<file path="src/hdl/rv_pkg.sv">
package rv_pkg;

    typedef logic [31:0] word_t;
    typedef logic [4:0]  reg_idx_t;
    typedef logic [6:0]  opcode_t;

    localparam opcode_t OP_R_TYPE   = 7'b0110011;
    localparam opcode_t OP_I_TYPE   = 7'b0010011;
    localparam opcode_t OP_I_TYPE_L = 7'b0000011; // loads
    localparam opcode_t OP_S_TYPE   = 7'b0100011;
    localparam opcode_t OP_B_TYPE   = 7'b1100011;
    localparam opcode_t OP_J_TYPE   = 7'b1101111; // jal
    localparam opcode_t OP_JALR     = 7'b1100111;

    typedef enum logic [3:0] {
        ALU_OP_ADD,
        ALU_OP_SUB,
        ALU_OP_AND,
        ALU_OP_OR,
        ALU_OP_XOR,
        ALU_OP_SLL,
        ALU_OP_SRL,
        ALU_OP_SRA,
        ALU_OP_SLT,
        ALU_OP_SLTU,
        ALU_OP_NONE
    } alu_op_e;

    typedef enum logic [2:0] {
        ALU_SRC_PC,
        ALU_SRC_PC_OLD,
        ALU_SRC_REG_1,
        ALU_SRC_REG_2,
        ALU_SRC_EXT_IMM,
        ALU_SRC_4,
        ALU_SRC_NONE
    } alu_src_e;

    typedef enum logic [2:0] {
        IMM_SRC_NONE,
        IMM_SRC_ITYPE,
        IMM_SRC_ITYPE2, // shamt only
        IMM_SRC_STYPE,
        IMM_SRC_BTYPE,
        IMM_SRC_JTYPE
    } imm_src_e;

    typedef enum logic [1:0] {
        RES_SRC_ALU_OUT,
        RES_SRC_MEM,
        RES_SRC_NONE
    } res_src_e;

    typedef enum logic {
        RF_WD_SRC_RES,
        RF_WD_SRC_PC    // link address
    } rf_wd_src_e;

    typedef enum logic [2:0] {
        MEM_DT_BYTE,
        MEM_DT_HALF,
        MEM_DT_WORD,
        MEM_DT_UBYTE,
        MEM_DT_UHALF,
        MEM_DT_NONE
    } mem_dt_e;

    typedef struct packed {
        logic neg;
        logic zero;
        logic cout;     // no borrow on sub
        logic ov;
    } alu_flags_s;

    typedef struct packed {
        logic       rf_we;
        logic       m_we;
        alu_src_e   alu_src_a;
        alu_src_e   alu_src_b;
        res_src_e   res_src;
        imm_src_e   imm_src;
        rf_wd_src_e rf_wd_src;
        alu_op_e    alu_ctrl;
        mem_dt_e    dt;
        logic       en_ir;
        logic       en_npc_r;
        logic       en_oldpc_r;
        logic       m_addr_src;
    } ctrl_s;

    typedef struct packed {
        logic     en;
        reg_idx_t rd;
        word_t    data;
    } rf_wr_s;

endpackage
</file>
<file path="src/hdl/rv_core_multicycle.sv">
`timescale 1ns/10ps

module rv_core_multicycle import rv_pkg::*; #(
    parameter word_t RESET_PC = '0
) (
    input  logic       clk,
    input  logic       rst,
    input  word_t      mem_rdata,
    output word_t      mem_addr,
    output word_t      mem_wdata,
    output logic [3:0] mem_be,
    output logic       mem_we,
    output logic       retire,
    output word_t      retire_pc,
    output rf_wr_s     rf_wr,
    output logic       trap
);
    ctrl_s      ctrl;
    word_t      instr;
    alu_flags_s alu_flags;

    controller_multicycle i_controller (
        .clk       (clk),
        .rst       (rst),
        .instr     (instr),
        .alu_flags (alu_flags),
        .ctrl      (ctrl),
        .retire    (retire),
        .trap      (trap)
    );

    datapath_multicycle #(
        .RESET_PC (RESET_PC)
    ) i_datapath (
        .clk       (clk),
        .rst       (rst),
        .ctrl      (ctrl),
        .mem_rdata (mem_rdata),
        .instr     (instr),
        .alu_flags (alu_flags),
        .mem_addr  (mem_addr),
        .mem_wdata (mem_wdata),
        .mem_be    (mem_be),
        .mem_we    (mem_we),
        .retire_pc (retire_pc),
        .rf_wr     (rf_wr)
    );

endmodule

</file>
<file path="src/hdl/datapath_multicycle.sv">
`timescale 1ns/10ps

module datapath_multicycle import rv_pkg::*; #(
    parameter word_t RESET_PC = '0
) (
    input  logic       clk,
    input  logic       rst,
    input  ctrl_s      ctrl,
    input  word_t      mem_rdata,
    output word_t      instr,
    output alu_flags_s alu_flags,
    output word_t      mem_addr,
    output word_t      mem_wdata,
    output logic [3:0] mem_be,
    output logic       mem_we,
    output word_t      retire_pc,
    output rf_wr_s     rf_wr
);
    word_t       pc;
    word_t       old_pc;
    word_t       ir;
    word_t       mdr;
    word_t       alu_out;
    word_t       imm;
    word_t       src_a;
    word_t       src_b;
    word_t       alu_y;
    word_t       rd1;
    word_t       rd2;
    word_t       ld_data;
    word_t       result;
    word_t       rf_wd;
    logic [1:0]  byte_off;
    logic [7:0]  ld_byte;
    logic [15:0] ld_half;

    function automatic word_t pick_src(alu_src_e sel, word_t pc_v, word_t old_v,
                                       word_t r1, word_t r2, word_t imm_v);
        case (sel)
            ALU_SRC_PC:      return pc_v;
            ALU_SRC_PC_OLD:  return old_v;
            ALU_SRC_REG_1:   return r1;
            ALU_SRC_REG_2:   return r2;
            ALU_SRC_EXT_IMM: return imm_v;
            ALU_SRC_4:       return 32'd4;
            default:         return '0;
        endcase
    endfunction

    always_ff @(posedge clk, posedge rst) begin
        if (rst) begin
            pc <= RESET_PC;
            ir <= '0;
        end else begin
            if (ctrl.en_oldpc_r) begin
                pc <= alu_y;                       // pc + 4 in fetch
            end else if (ctrl.en_npc_r) begin
                pc <= {alu_out[31:1], 1'b0};       // jump or branch target
            end
            if (ctrl.en_ir) begin
                ir <= mem_rdata;
            end
        end
    end

    always_ff @(posedge clk) begin
        if (ctrl.en_oldpc_r) begin
            old_pc <= pc;
        end
        mdr     <= mem_rdata;
        alu_out <= alu_y;
    end

    always_comb begin
        case (ctrl.imm_src)
            IMM_SRC_ITYPE:  imm = {{20{ir[31]}}, ir[31:20]};
            IMM_SRC_ITYPE2: imm = {27'b0, ir[24:20]};
            IMM_SRC_STYPE:  imm = {{20{ir[31]}}, ir[31:25], ir[11:7]};
            IMM_SRC_BTYPE:  imm = {{20{ir[31]}}, ir[7], ir[30:25], ir[11:8], 1'b0};
            IMM_SRC_JTYPE:  imm = {{12{ir[31]}}, ir[19:12], ir[20], ir[30:21], 1'b0};
            default:        imm = '0;
        endcase
    end

    reg_file i_reg_file (
        .clk (clk),
        .rst (rst),
        .ra1 (ir[19:15]),
        .ra2 (ir[24:20]),
        .wa  (ir[11:7]),
        .we  (ctrl.rf_we),
        .wd  (rf_wd),
        .rd1 (rd1),
        .rd2 (rd2)
    );

    assign src_a = pick_src(ctrl.alu_src_a, pc, old_pc, rd1, rd2, imm);
    assign src_b = pick_src(ctrl.alu_src_b, pc, old_pc, rd1, rd2, imm);

    alu i_alu (
        .a     (src_a),
        .b     (src_b),
        .op    (ctrl.alu_ctrl),
        .y     (alu_y),
        .flags (alu_flags)
    );

    assign byte_off = alu_out[1:0];
    assign ld_byte  = mdr[{byte_off, 3'b000} +: 8];
    assign ld_half  = byte_off[1] ? mdr[31:16] : mdr[15:0];

    always_comb begin
        case (ctrl.dt)
            MEM_DT_BYTE:  ld_data = {{24{ld_byte[7]}}, ld_byte};
            MEM_DT_UBYTE: ld_data = {24'b0, ld_byte};
            MEM_DT_HALF:  ld_data = {{16{ld_half[15]}}, ld_half};
            MEM_DT_UHALF: ld_data = {16'b0, ld_half};
            default:      ld_data = mdr;
        endcase
    end

    always_comb begin
        case (ctrl.dt)
            MEM_DT_BYTE: begin
                mem_wdata = {24'b0, rd2[7:0]} << {byte_off, 3'b000};
                mem_be    = 4'b0001 << byte_off;
            end
            MEM_DT_HALF: begin
                mem_wdata = {16'b0, rd2[15:0]} << {byte_off[1], 4'b0000};
                mem_be    = byte_off[1] ? 4'b1100 : 4'b0011;
            end
            default: begin
                mem_wdata = rd2;
                mem_be    = 4'b1111;
            end
        endcase
    end

    always_comb begin
        case (ctrl.res_src)
            RES_SRC_ALU_OUT: result = alu_out;
            RES_SRC_MEM:     result = ld_data;
            default:         result = '0;
        endcase
    end

    assign rf_wd     = (ctrl.rf_wd_src == RF_WD_SRC_PC) ? pc : result; // pc holds old pc + 4
    assign mem_addr  = ctrl.m_addr_src ? alu_out : pc;
    assign mem_we    = ctrl.m_we;
    assign instr     = ir;
    assign retire_pc = old_pc;
    assign rf_wr     = '{en: ctrl.rf_we, rd: ir[11:7], data: rf_wd};

endmodule

</file>
<file path="src/hdl/controller_multicycle.sv">
`timescale 1ns/10ps

module controller_multicycle import rv_pkg::*; (
    input  logic       clk,
    input  logic       rst,
    input  word_t      instr,
    input  alu_flags_s alu_flags,
    output ctrl_s      ctrl,
    output logic       retire,
    output logic       trap
);
    typedef enum logic [3:0] {
        FETCH,
        DECODE,
        MEM_ADDR,
        MEM_READ,
        MEM_WRITE,
        MEM_W_RF,
        EXEC_R,
        ALU_W_RF,
        BRANCH,
        EXEC_I,
        ALU_W_PCN,
        EXEC_I_JALR,
        EXEC_J,
        ERROR
    } state_e;

    localparam ctrl_s CTRL_IDLE = '{
        rf_we:      1'b0,
        m_we:       1'b0,
        alu_src_a:  ALU_SRC_NONE,
        alu_src_b:  ALU_SRC_NONE,
        res_src:    RES_SRC_NONE,
        imm_src:    IMM_SRC_NONE,
        rf_wd_src:  RF_WD_SRC_RES,
        alu_ctrl:   ALU_OP_NONE,
        dt:         MEM_DT_NONE,
        en_ir:      1'b0,
        en_npc_r:   1'b0,
        en_oldpc_r: 1'b0,
        m_addr_src: 1'b0
    };

    state_e     cs;
    state_e     ns;
    opcode_t    op;
    logic [2:0] funct3;
    logic [6:0] funct7;
    alu_op_e    dec_op;
    mem_dt_e    mem_dt;
    imm_src_e   alu_i_imm;
    logic       take_branch;

    assign op     = instr[6:0];
    assign funct3 = instr[14:12];
    assign funct7 = instr[31:25];

    alu_dec i_alu_dec (
        .op     (op),
        .funct3 (funct3),
        .funct7 (funct7),
        .alu_op (dec_op)
    );

    always_comb begin
        case (cs)
            FETCH: ns = DECODE;
            DECODE: begin
                case (op)
                    OP_R_TYPE:   ns = EXEC_R;
                    OP_I_TYPE:   ns = EXEC_I;
                    OP_JALR:     ns = EXEC_I_JALR;
                    OP_I_TYPE_L: ns = MEM_ADDR;
                    OP_S_TYPE:   ns = MEM_ADDR;
                    OP_B_TYPE:   ns = BRANCH;
                    OP_J_TYPE:   ns = EXEC_J;
                    default:     ns = ERROR;
                endcase
            end
            MEM_ADDR:       ns = (op == OP_I_TYPE_L) ? MEM_READ : MEM_WRITE;
            MEM_READ:       ns = MEM_W_RF;
            EXEC_R, EXEC_I: ns = ALU_W_RF;
            EXEC_I_JALR:    ns = ALU_W_PCN;
            MEM_WRITE, MEM_W_RF, ALU_W_RF, ALU_W_PCN, BRANCH, EXEC_J: ns = FETCH;
            default:        ns = ERROR; // sticky
        endcase
    end

    always_ff @(posedge clk, posedge rst) begin
        if (rst) begin
            cs <= FETCH;
        end else begin
            cs <= ns;
        end
    end

    assign alu_i_imm = (funct3 == 3'b001 || funct3 == 3'b101) ? IMM_SRC_ITYPE2 : IMM_SRC_ITYPE;

    always_comb begin
        case (funct3)
            3'b000:  mem_dt = MEM_DT_BYTE;
            3'b001:  mem_dt = MEM_DT_HALF;
            3'b010:  mem_dt = MEM_DT_WORD;
            3'b100:  mem_dt = MEM_DT_UBYTE;
            3'b101:  mem_dt = MEM_DT_UHALF;
            default: mem_dt = MEM_DT_NONE;
        endcase
    end

    always_comb begin
        case (funct3)
            3'b000:  take_branch = alu_flags.zero;                   // beq
            3'b001:  take_branch = ~alu_flags.zero;                  // bne
            3'b100:  take_branch = alu_flags.neg ^ alu_flags.ov;     // blt
            3'b101:  take_branch = ~(alu_flags.neg ^ alu_flags.ov);  // bge
            3'b110:  take_branch = ~alu_flags.cout;                  // bltu, borrow
            3'b111:  take_branch = alu_flags.cout;                   // bgeu
            default: take_branch = 1'b0;
        endcase
    end

    always_comb begin
        ctrl = CTRL_IDLE;
        case (cs)
            FETCH: begin
                ctrl.alu_src_a  = ALU_SRC_PC;
                ctrl.alu_src_b  = ALU_SRC_4;
                ctrl.alu_ctrl   = ALU_OP_ADD;
                ctrl.dt         = MEM_DT_WORD;
                ctrl.en_ir      = 1'b1;
                ctrl.en_oldpc_r = 1'b1; // pc <= pc + 4
            end
            DECODE: begin
                ctrl.alu_src_a = ALU_SRC_PC_OLD; // speculative target
                ctrl.alu_src_b = ALU_SRC_EXT_IMM;
                ctrl.imm_src   = (op == OP_J_TYPE) ? IMM_SRC_JTYPE : IMM_SRC_BTYPE;
                ctrl.alu_ctrl  = ALU_OP_ADD;
            end
            MEM_ADDR, MEM_READ, MEM_WRITE, MEM_W_RF: begin
                ctrl.alu_src_a  = ALU_SRC_REG_1; // hold address in alu_out
                ctrl.alu_src_b  = ALU_SRC_EXT_IMM;
                ctrl.imm_src    = (op == OP_I_TYPE_L) ? IMM_SRC_ITYPE : IMM_SRC_STYPE;
                ctrl.alu_ctrl   = ALU_OP_ADD;
                ctrl.dt         = mem_dt;
                ctrl.res_src    = RES_SRC_MEM;
                ctrl.m_addr_src = (cs != MEM_ADDR);
                ctrl.m_we       = (cs == MEM_WRITE);
                ctrl.rf_we      = (cs == MEM_W_RF);
            end
            EXEC_R: begin
                ctrl.alu_src_a = ALU_SRC_REG_1;
                ctrl.alu_src_b = ALU_SRC_REG_2;
                ctrl.alu_ctrl  = dec_op;
            end
            EXEC_I: begin
                ctrl.alu_src_a = ALU_SRC_REG_1;
                ctrl.alu_src_b = ALU_SRC_EXT_IMM;
                ctrl.imm_src   = alu_i_imm;
                ctrl.alu_ctrl  = dec_op;
            end
            ALU_W_RF: begin
                ctrl.rf_we   = 1'b1;
                ctrl.res_src = RES_SRC_ALU_OUT;
            end
            EXEC_I_JALR: begin
                ctrl.alu_src_a = ALU_SRC_REG_1;
                ctrl.alu_src_b = ALU_SRC_EXT_IMM;
                ctrl.imm_src   = IMM_SRC_ITYPE;
                ctrl.alu_ctrl  = ALU_OP_ADD;
                ctrl.rf_we     = 1'b1;
                ctrl.rf_wd_src = RF_WD_SRC_PC;
            end
            ALU_W_PCN: ctrl.en_npc_r = 1'b1;
            BRANCH: begin
                ctrl.alu_src_a = ALU_SRC_REG_1;
                ctrl.alu_src_b = ALU_SRC_REG_2;
                ctrl.alu_ctrl  = dec_op;
                ctrl.en_npc_r  = take_branch;
            end
            EXEC_J: begin
                ctrl.en_npc_r  = 1'b1;
                ctrl.rf_we     = 1'b1;
                ctrl.rf_wd_src = RF_WD_SRC_PC;
            end
            default: ctrl = CTRL_IDLE;
        endcase
    end

    assign retire = cs inside {MEM_WRITE, MEM_W_RF, ALU_W_RF, ALU_W_PCN, BRANCH, EXEC_J};
    assign trap   = (cs == ERROR);

endmodule

</file>
<file path="src/hdl/reg_file.sv">
`timescale 1ns/10ps

module reg_file import rv_pkg::*; (
    input  logic     clk,
    input  logic     rst,
    input  reg_idx_t ra1,
    input  reg_idx_t ra2,
    input  reg_idx_t wa,
    input  logic     we,
    input  word_t    wd,
    output word_t    rd1,
    output word_t    rd2
);
    word_t regs [31:1]; // x0 not stored

    always_ff @(posedge clk, posedge rst) begin
        if (rst) begin
            for (int i = 1; i < 32; i++) begin
                regs[i] <= '0;
            end
        end else if (we && wa != '0) begin
            regs[wa] <= wd;
        end
    end

    assign rd1 = (ra1 == '0) ? '0 : regs[ra1];
    assign rd2 = (ra2 == '0) ? '0 : regs[ra2];

endmodule

</file>
<file path="src/hdl/alu.sv">
`timescale 1ns/10ps

module alu import rv_pkg::*; (
    input  word_t      a,
    input  word_t      b,
    input  alu_op_e    op,
    output word_t      y,
    output alu_flags_s flags
);
    logic        sub;
    word_t       b_eff;
    logic [32:0] sum;

    assign sub   = (op == ALU_OP_SUB) || (op == ALU_OP_SLT) || (op == ALU_OP_SLTU);
    assign b_eff = sub ? ~b : b;
    assign sum   = {1'b0, a} + {1'b0, b_eff} + {32'b0, sub};

    assign flags.neg  = sum[31];
    assign flags.zero = (sum[31:0] == '0);
    assign flags.cout = sum[32];
    assign flags.ov   = (a[31] == b_eff[31]) && (sum[31] != a[31]); // signed overflow

    always_comb begin
        case (op)
            ALU_OP_ADD,
            ALU_OP_SUB:  y = sum[31:0];
            ALU_OP_AND:  y = a & b;
            ALU_OP_OR:   y = a | b;
            ALU_OP_XOR:  y = a ^ b;
            ALU_OP_SLL:  y = a << b[4:0];
            ALU_OP_SRL:  y = a >> b[4:0];
            ALU_OP_SRA:  y = word_t'($signed(a) >>> b[4:0]);
            ALU_OP_SLT:  y = {31'b0, flags.neg ^ flags.ov};
            ALU_OP_SLTU: y = {31'b0, ~flags.cout};
            default:     y = '0;
        endcase
    end

endmodule

</file>
<file path="src/hdl/alu_dec.sv">
`timescale 1ns/10ps

module alu_dec import rv_pkg::*; (
    input  opcode_t    op,
    input  logic [2:0] funct3,
    input  logic [6:0] funct7,
    output alu_op_e    alu_op
);
    logic is_r;

    assign is_r = (op == OP_R_TYPE);

    always_comb begin
        alu_op = ALU_OP_ADD;
        if (op == OP_R_TYPE || op == OP_I_TYPE) begin
            case (funct3)
                3'b000: begin
                    alu_op = (is_r && funct7[5]) ? ALU_OP_SUB : ALU_OP_ADD; // no subi
                end
                3'b001: alu_op = ALU_OP_SLL;
                3'b010: alu_op = ALU_OP_SLT;
                3'b011: alu_op = ALU_OP_SLTU;
                3'b100: alu_op = ALU_OP_XOR;
                3'b101: alu_op = funct7[5] ? ALU_OP_SRA : ALU_OP_SRL;
                3'b110: alu_op = ALU_OP_OR;
                default: alu_op = ALU_OP_AND;
            endcase
        end else if (op == OP_B_TYPE) begin
            alu_op = ALU_OP_SUB; // compare via flags
        end
    end

endmodule

</file>
<file path="config.mk">
export PLATFORM = sky130hd
export DESIGN_NAME = rv_core_multicycle
export DESIGN_NICKNAME = d
export VERILOG_FILES = /design/src/hdl/rv_pkg.sv /design/src/hdl/rv_core_multicycle.sv /design/src/hdl/datapath_multicycle.sv /design/src/hdl/controller_multicycle.sv /design/src/hdl/reg_file.sv /design/src/hdl/alu.sv /design/src/hdl/alu_dec.sv
export SDC_FILE = /design/constraint.sdc
export NUM_CORES = 2
export LEC_CHECK = 0
export ABC_CLOCK_PERIOD_IN_PS = 33700
export BUFFER_PORTS_ARGS = -buffer_cell sky130_fd_sc_hd__clkbuf_2
export CORE_UTILIZATION = 30
export CTS_CLUSTER_SIZE = 28
export DETAILED_ROUTE_END_ITERATION = 8
export PLACE_DENSITY = 0.49
export SLEW_MARGIN = 20
export SYNTH_ARGS = -nofsm -noshare
export SYNTH_HDL_FRONTEND = slang
export SYNTH_SLANG_ARGS = --single-unit
</file>
<file path="constraint.sdc">
create_clock -name clk -period 33.7 [get_ports clk]
set_input_delay 3.37 -clock clk [delete_from_list [all_inputs] [get_ports clk]]
set_output_delay 3.37 -clock clk [all_outputs]
set_load 0.05 [all_outputs]
</file>
# Word level (Yosys, flattened, before mapping)
# Index checks and enable logic that the tools add are counted.
# Widths: inputs -> output; s select.
# totals
register_bits,1156
latch_bits,0
mem_bits_rw,0
mem_bits_ro,0
output_inout_bits,141
word_cells,197
memories,0
# classes
addsub,2
n_mul,0
div,0
magnitude_cmp,4
eq_ne,58
shift,7
n_mux,48
bitwise,8
reduce_logical,33
# ops
operator,count
$bwmux 992,1
$pmux 32 s6,2
$bmux 32 s5,2
$mux 32,10
$pmux 32 s9,1
$demux 32 s5,1
$pmux 32 s5,1
$pmux 32 s2,2
$pmux 32 s4,1
$pmux 4 s7,2
$add 32x32->33,1
$add 33x1->33,1
$eq 3x3->1 const B,11
$and 32x32->32,1
$eq 4x3->1 const B,8
$eq 4x4->1 const B,8
$logic_not 32->1,1
$not 32->32,1
$or 32x32->32,1
$shiftx 32x6->8,1
$shl 16x5->32,1
$shl 32x5->32,1
$shl 8x5->32,1
$shr 32x5->32,1
other kinds (47),99

# Depth between registers and ports, before layout
# depth
word_depth,20
ltp_mapped,40
mapped_depth_nobuf,33

# By module
# A second synthesis with hierarchy kept.
# unflattened
hier_cells,5782
hier_area_um2,70692.8
# by_module_without_submodules
mod,instances,cells_per_inst,area_per_inst_um2,seq_area_each_um2
reg_file,1,3614,53313.6,24823.8
datapath_multicycle,1,949,9098.7,3843.7
alu,1,1079,7379.6,0.0
controller_multicycle,1,124,792.0,100.1
alu_dec,1,16,108.9,0.0

# Least setup slack after synthesis
# Ideal clock, no wire load.
# synth_timing
path_type,reg-to-reg
startpoint,"reg i_datapath.ir[20], in the netlist i_datapath.instr[20]"
endpoint,reg i_datapath.pc[10]
setup_time_ps,125
arrival_time_ps,8728
setup_slack_ps,24847
stages_incl_launch_ff,38
path_buffers,7
synth_period_minus_slack_ps,8853
path_cell_list,dfrtp_1 -> buf_6 -> buf_2 -> buf_2 -> clkbuf_1 -> buf_1 -> mux4_2 -> mux4_2 -> mux2i_1 -> o21ai_0 -> xor2_1 -> ha_1 -> clkbuf_1 -> a21o_1 -> a21o_1 -> a21o_1 -> a221o_1 -> a211o_1 -> [... 2 more ...] -> o21ba_2 -> o21a_1 -> o21ai_0 -> nand2b_1 -> fa_1 -> nor4_1 -> o221ai_1 -> nor3_1 -> nand4_1 -> nor4_1 -> nand4b_1 -> nor4b_1 -> nand4_1 -> nor4_2 -> a221oi_1 -> nand2_2 -> buf_6 -> mux2_4
# synth_via
elab_chain_len,15
word_cells_on_any_way,30
classes_between,add/sub: 2; eq/ne: 2; shift: 3; mux: 11; bitwise: 8; reduce/logical: 4
# synth_lines
element,line_no,rtl
"start, declared",datapath_multicycle.sv:21,word_t ir;
"start signal, assigned",datapath_multicycle.sv:61,ir <= mem_rdata;
$bmux 32 s5,reg_file.sv:27,assign rd2 = (ra2 == '0) ? '0 : regs[ra2];
$mux 32 (not written as such),reg_file.sv:27,
$mux 32,reg_file.sv:27,
$pmux 32 s6,datapath_multicycle.sv:39,case (sel)
$not 32->32,alu.sv:15,assign b_eff = sub ? ~b : b;
$mux 32,alu.sv:15,
$add 32x32->33,alu.sv:16,"assign sum = {1'b0, a} + {1'b0, b_eff} + {32'b0, sub};"
$add 33x1->33,alu.sv:16,
$ne 1x1->1,alu.sv:21,assign flags.ov = (a[31] == b_eff[31]) && (sum[31] != a[31]);
$logic_and 1x1->1,alu.sv:21,
$xor 1x1->1,"controller_multicycle.sv:115, controller_multicycle.sv:116",
$not 1->1,controller_multicycle.sv:116,3'b101: take_branch = ~(alu_flags.neg ^ alu_flags.ov);
$pmux 1 s6,controller_multicycle.sv:112,case (funct3)
$pmux 1 s2,controller_multicycle.sv:125,case (cs)
$reduce_bool 2->1 (no source line),--,
"end signal, assigned",datapath_multicycle.sv:56,pc <= alu_y;
"end signal, assigned",datapath_multicycle.sv:58,"pc <= {alu_out[31:1], 1'b0};"
"end, declared",datapath_multicycle.sv:19,word_t pc;
# Parallel ways exist; a longest one is shown, timed or not. The select of a mux whose other input is x is not followed.
# A chain may end at the register's enable or synchronous reset.

# Final worst setup path
# layout_timing
startpoint,"reg i_datapath.ir[15], in the netlist i_datapath.instr[15]"
endpoint,reg i_datapath.pc[30]
# layout_via
elab_chain_len,15
word_cells_on_any_way,30
classes_between,add/sub: 2; eq/ne: 2; shift: 3; mux: 11; bitwise: 8; reduce/logical: 4
# layout_lines
element,line_no,rtl
$bmux 32 s5,reg_file.sv:26,assign rd1 = (ra1 == '0) ? '0 : regs[ra1];
$mux 32 (not written as such),reg_file.sv:26,
$mux 32,reg_file.sv:26,
$pmux 32 s6,datapath_multicycle.sv:39,
$not 32->32,alu.sv:15,
$mux 32,alu.sv:15,
$add 32x32->33,alu.sv:16,
$add 33x1->33,alu.sv:16,
$ne 1x1->1,alu.sv:21,
$logic_and 1x1->1,alu.sv:21,
$xor 1x1->1,"controller_multicycle.sv:115, controller_multicycle.sv:116",
$not 1->1,controller_multicycle.sv:116,
$pmux 1 s6,controller_multicycle.sv:112,
$pmux 1 s2,controller_multicycle.sv:125,
$reduce_bool 2->1 (no source line),--,
# Parallel ways exist; a longest one is shown, timed or not. The select of a mux whose other input is x is not followed.

==> out/metrics.yaml <==
clocking:
  clk_path_buf_depth: 3
  postCtsSetupBuffers: 0
  ctsResizeCount: 0
  path_clk_slew_ns: 0.06
  cts_buffers: 135
  cts_tree: "done"
  root_buffer: "clkbuf_16"
  cts-htree-levels: 4
  hold_buffers: 0
  clkLatencyLatePin_ns: 0.83
  clock_sinks: 1156
grt:
  antenna_found_initial: 18
  track_usage_pct: 25.09
  grt_max_degree: 148
  grt_pass1_vias: 52440
  grt_pass1_wl_um: 404300
  overflow: 0
critical_path:
  crit_path_start_kind: "flop"
  worstSetupPathType: "reg -> reg"
  cpMostUsedCell: "buf_4"
  endpoint_kind: "flop"
  critPathMaxFanout: 87
  r2r_end: "i_datapath.pc[30]"
  r2r_slack_ns: 21.78
  slowest_stage: "dfrtp_4"
  cpPeakStageDelay_ns: 0.85
  rr_worst_depth: 31
  r2r_start: "i_datapath.instr[15]"
  cp_data_arrival_time_ns: 12.59
  critical_path_required_ns: 34.37
yosys:
  syn_avg_cell_area_um2: 10.31
  ys_ff_latch: 1156
  synth-warning-count: 0
  ys.flop_type: "dfrtp_1"
  synth.distinct_cells: 88
  async_flop_share_pct: 91.70
  mappedNetlistNets: 6596
  synth_edf_count: 32
  yosysSeqAreaShare_pct: 43.16
  synth_area_mm2: 0.06665
  synth_cells: 6464
timing:
  slew_violations: 0
  rsz0062_at_grt: "false"
  setup_violations: 0
  setup_ws_ns: 21.78
  skew_ns: 0.06291
  period_needed_ns: 11.92
  worst_pin_slew_ns: 1.269
  fmax_mhz: 83.90
  finalSetupTns_ns: 0
  relSlewSlack_pct: 15.40
  finalHoldViolations: 0
  fin_crit_sh_pct: 35.37
power_and_ir_drop:
  power_per_cell_area_mw_per_mm2: 122.4
  switching_share_pct: 51.77
  combPwrFrac_pct: 58.7
  pwr-share-clk_pct: 16.5
  vdd_drop_max_uv: 88.42
  p_sw_mw: 4.789
  p_int_mw: 4.461
  p_leak_nw: 31.97
  finalPower_mw: 9.250
  seqPwrFrac_pct: 24.8
hold_path:
  hp-class: "reg -> reg"
  hold_depth: 2
  worstHoldEndpoint: "i_datapath.i_reg_file.regs[698]"
  min_from: "i_datapath.i_reg_file.regs[698]"
detailed_routing:
  final_antenna_net_count: 0
  vias_per_cell: 5.706
  post_drt_wl_per_cell_um: 29.99
  drt-total-wl_um: 282500
  drtPass1Iterations: 9
  routed-via-count: 53750
  drtIter0Drc: 6074
  drcViolationCount: 2
cells_and_area:
  fillers: 22090
  finalNonFillerCells: 9420
  final_util_pct: 34.34
  area_delta_synth_final_pct: 13.42
  layout-drive-gt1-share_pct: 20.92
  layout_commonest_cell: "nand2_1"
  layout_common_cells: "1317 x nand2_1, 1212 x o21ai_0, 1051 x dfrtp_1"
  final_nets: 6485
place:
  dpl.hpwl_um: 184100
  place_inst: 9172
  numPortBuffers: 174
  place_congestion: 0.9842
  pre_cts_slack_ns: 21.86
floorplan:
  die-area_mm2: 0.2241
  die_h_um: 473.3
  row_count: 172
  start_util_pct: 30.27
  die_w_um: 473.3
  io_pins: 175
  core_area_mm2: 0.2202
run:
  max_cap_violations: 0
outcome:
  status: "finished, violations left"
  violations: "DRC"
==> area by class of cell <==
class / instances / area [µm²] / area share, %
clock buffers: 198 / 3948 / 5.222
multi-input cells: 4571 / 35600 / 47.10
inverters: 133 / 514.2 / 0.6803
clock inverters: 43 / 655.6 / 0.8673
well taps: 2958 / 3701 / 4.896
repair buffers: 356 / 2360 / 3.122
flip-flops and latches: 1156 / 28800 / 38.10
diodes: 5 / 12.51 / 0.01655
==> critical path, delay by kind of cell, from the launching register on <==
| kind | cells | cell delay [ns] |
|---|---|---|
| buf+inv | 4 | 2.58 |
| flops | 1 | 0.85 |
| compound gates | 11 | 2.73 |
| simple gates | 10 | 2.24 |
| mux | 4 | 2.11 |
| fa+ha+maj | 2 | 0.99 |
==> cell families after synthesis <==
| kind of cell | after synthesis | share of synthesized area (%) |
|---|---|---|
| multiplexers | 857 | 23.51 |
| buffers and inverters | 737 | 4.470 |
| flip-flops | 1156 | 43.16 |
| AND/OR/NAND/NOR | 1780 | 10.84 |
| adder cells (fa/ha/maj) | 100 | 1.892 |
| XOR/XNOR | 57 | 0.7490 |
| AO/OA/AOI/OAI | 1777 | 15.37 |
==> flip-flops by register name, summed over array words and instances (netlist names) <==
name,flops
i_controller.cs,4
i_datapath.alu_out,32
i_datapath.i_reg_file.regs,992
i_datapath.instr,32
i_datapath.mdr,32
i_datapath.pc,32
i_datapath.retire_pc,32
==> stage by stage <==
step	area (µm²)	hold WS, ns
floorplan	66650	0.4455
finish	75590	0.4937
CTS	75500	0.4937
global route	75580	0.5156
detailed placement	70900	0.4760
global placement	70890	0.4727
==> worst max path at each step <==
stage                              start            endpoint  slack [ns]  depth (start not counted)
floorplan                            rst  i_controller.cs[0]        0.49                          1
global placement    i_datapath.instr[15]   i_datapath.pc[30]       21.83                         31
detailed placement  i_datapath.instr[15]   i_datapath.pc[30]       21.86                         31
CTS                 i_datapath.instr[15]   i_datapath.pc[30]       21.81                         31
global route        i_datapath.instr[15]   i_datapath.pc[30]       21.18                         31
finish              i_datapath.instr[15]   i_datapath.pc[30]       21.78                         31
==> routing by layer <==
layer,global-route usage (%),part of all wire [%],up-vias
li1,-,-,23300
met1,34.95,43,27530
met2,37.48,44,2418
met3,5.225,8.1,495
met4,10.96,4.9,10
met5,0,0.028,-
==> power groups by stage <==
stage	Sequential, mW	Combinational, mW	Clock (mW)
2_1_floorplan	2.11	3.44	0
3_3_place_gp	2.28	5.30	0
3_5_place_dp	2.30	5.31	0
4_1_cts	2.28	5.32	1.55
5_1_grt	2.35	5.69	1.61
6_report	2.29	5.43	1.53
==> Yosys cell counts, types with 8 or more instances <==
library cell	instances	area share (%)
a21oi_1	93	0.70
a211o_1	8	0.11
dfxtp_1	64	1.9
o22ai_1	41	0.38
or3_1	21	0.20
o31ai_1	15	0.17
a211oi_1	19	0.21
nor2b_1	13	0.12
a22o_1	19	0.25
o22a_1	22	0.29
nand2_1	1350	7.6
a31oi_1	15	0.14
ha_1	96	1.8
o211ai_1	34	0.38
and2_1	14	0.13
and3_1	16	0.15
buf_6	8	0.14
dfrtp_1	1060	40
inv_1	126	0.71
edfxtp_1	32	1.4
mux2i_1	206	3.1
mux2_4	25	0.56
a221o_1	8	0.12
nor3_1	30	0.23
mux4_2	549	19
a221oi_1	39	0.51
a22oi_1	79	0.89
o221ai_1	20	0.26
a21o_1	33	0.37
mux2_2	77	1.3
clkbuf_1	459	2.6
nand3_1	71	0.53
o2111ai_1	14	0.18
buf_4	21	0.24
or2_2	16	0.15
o21ai_0	1230	9.2
o21a_1	14	0.16
xnor2_1	18	0.24
nand2b_1	24	0.23
buf_2	59	0.44
nand4_1	10	0.094
buf_1	57	0.32
nor2_1	187	1.1
xor2_1	39	0.51
(Power assumes the default switching activity.)
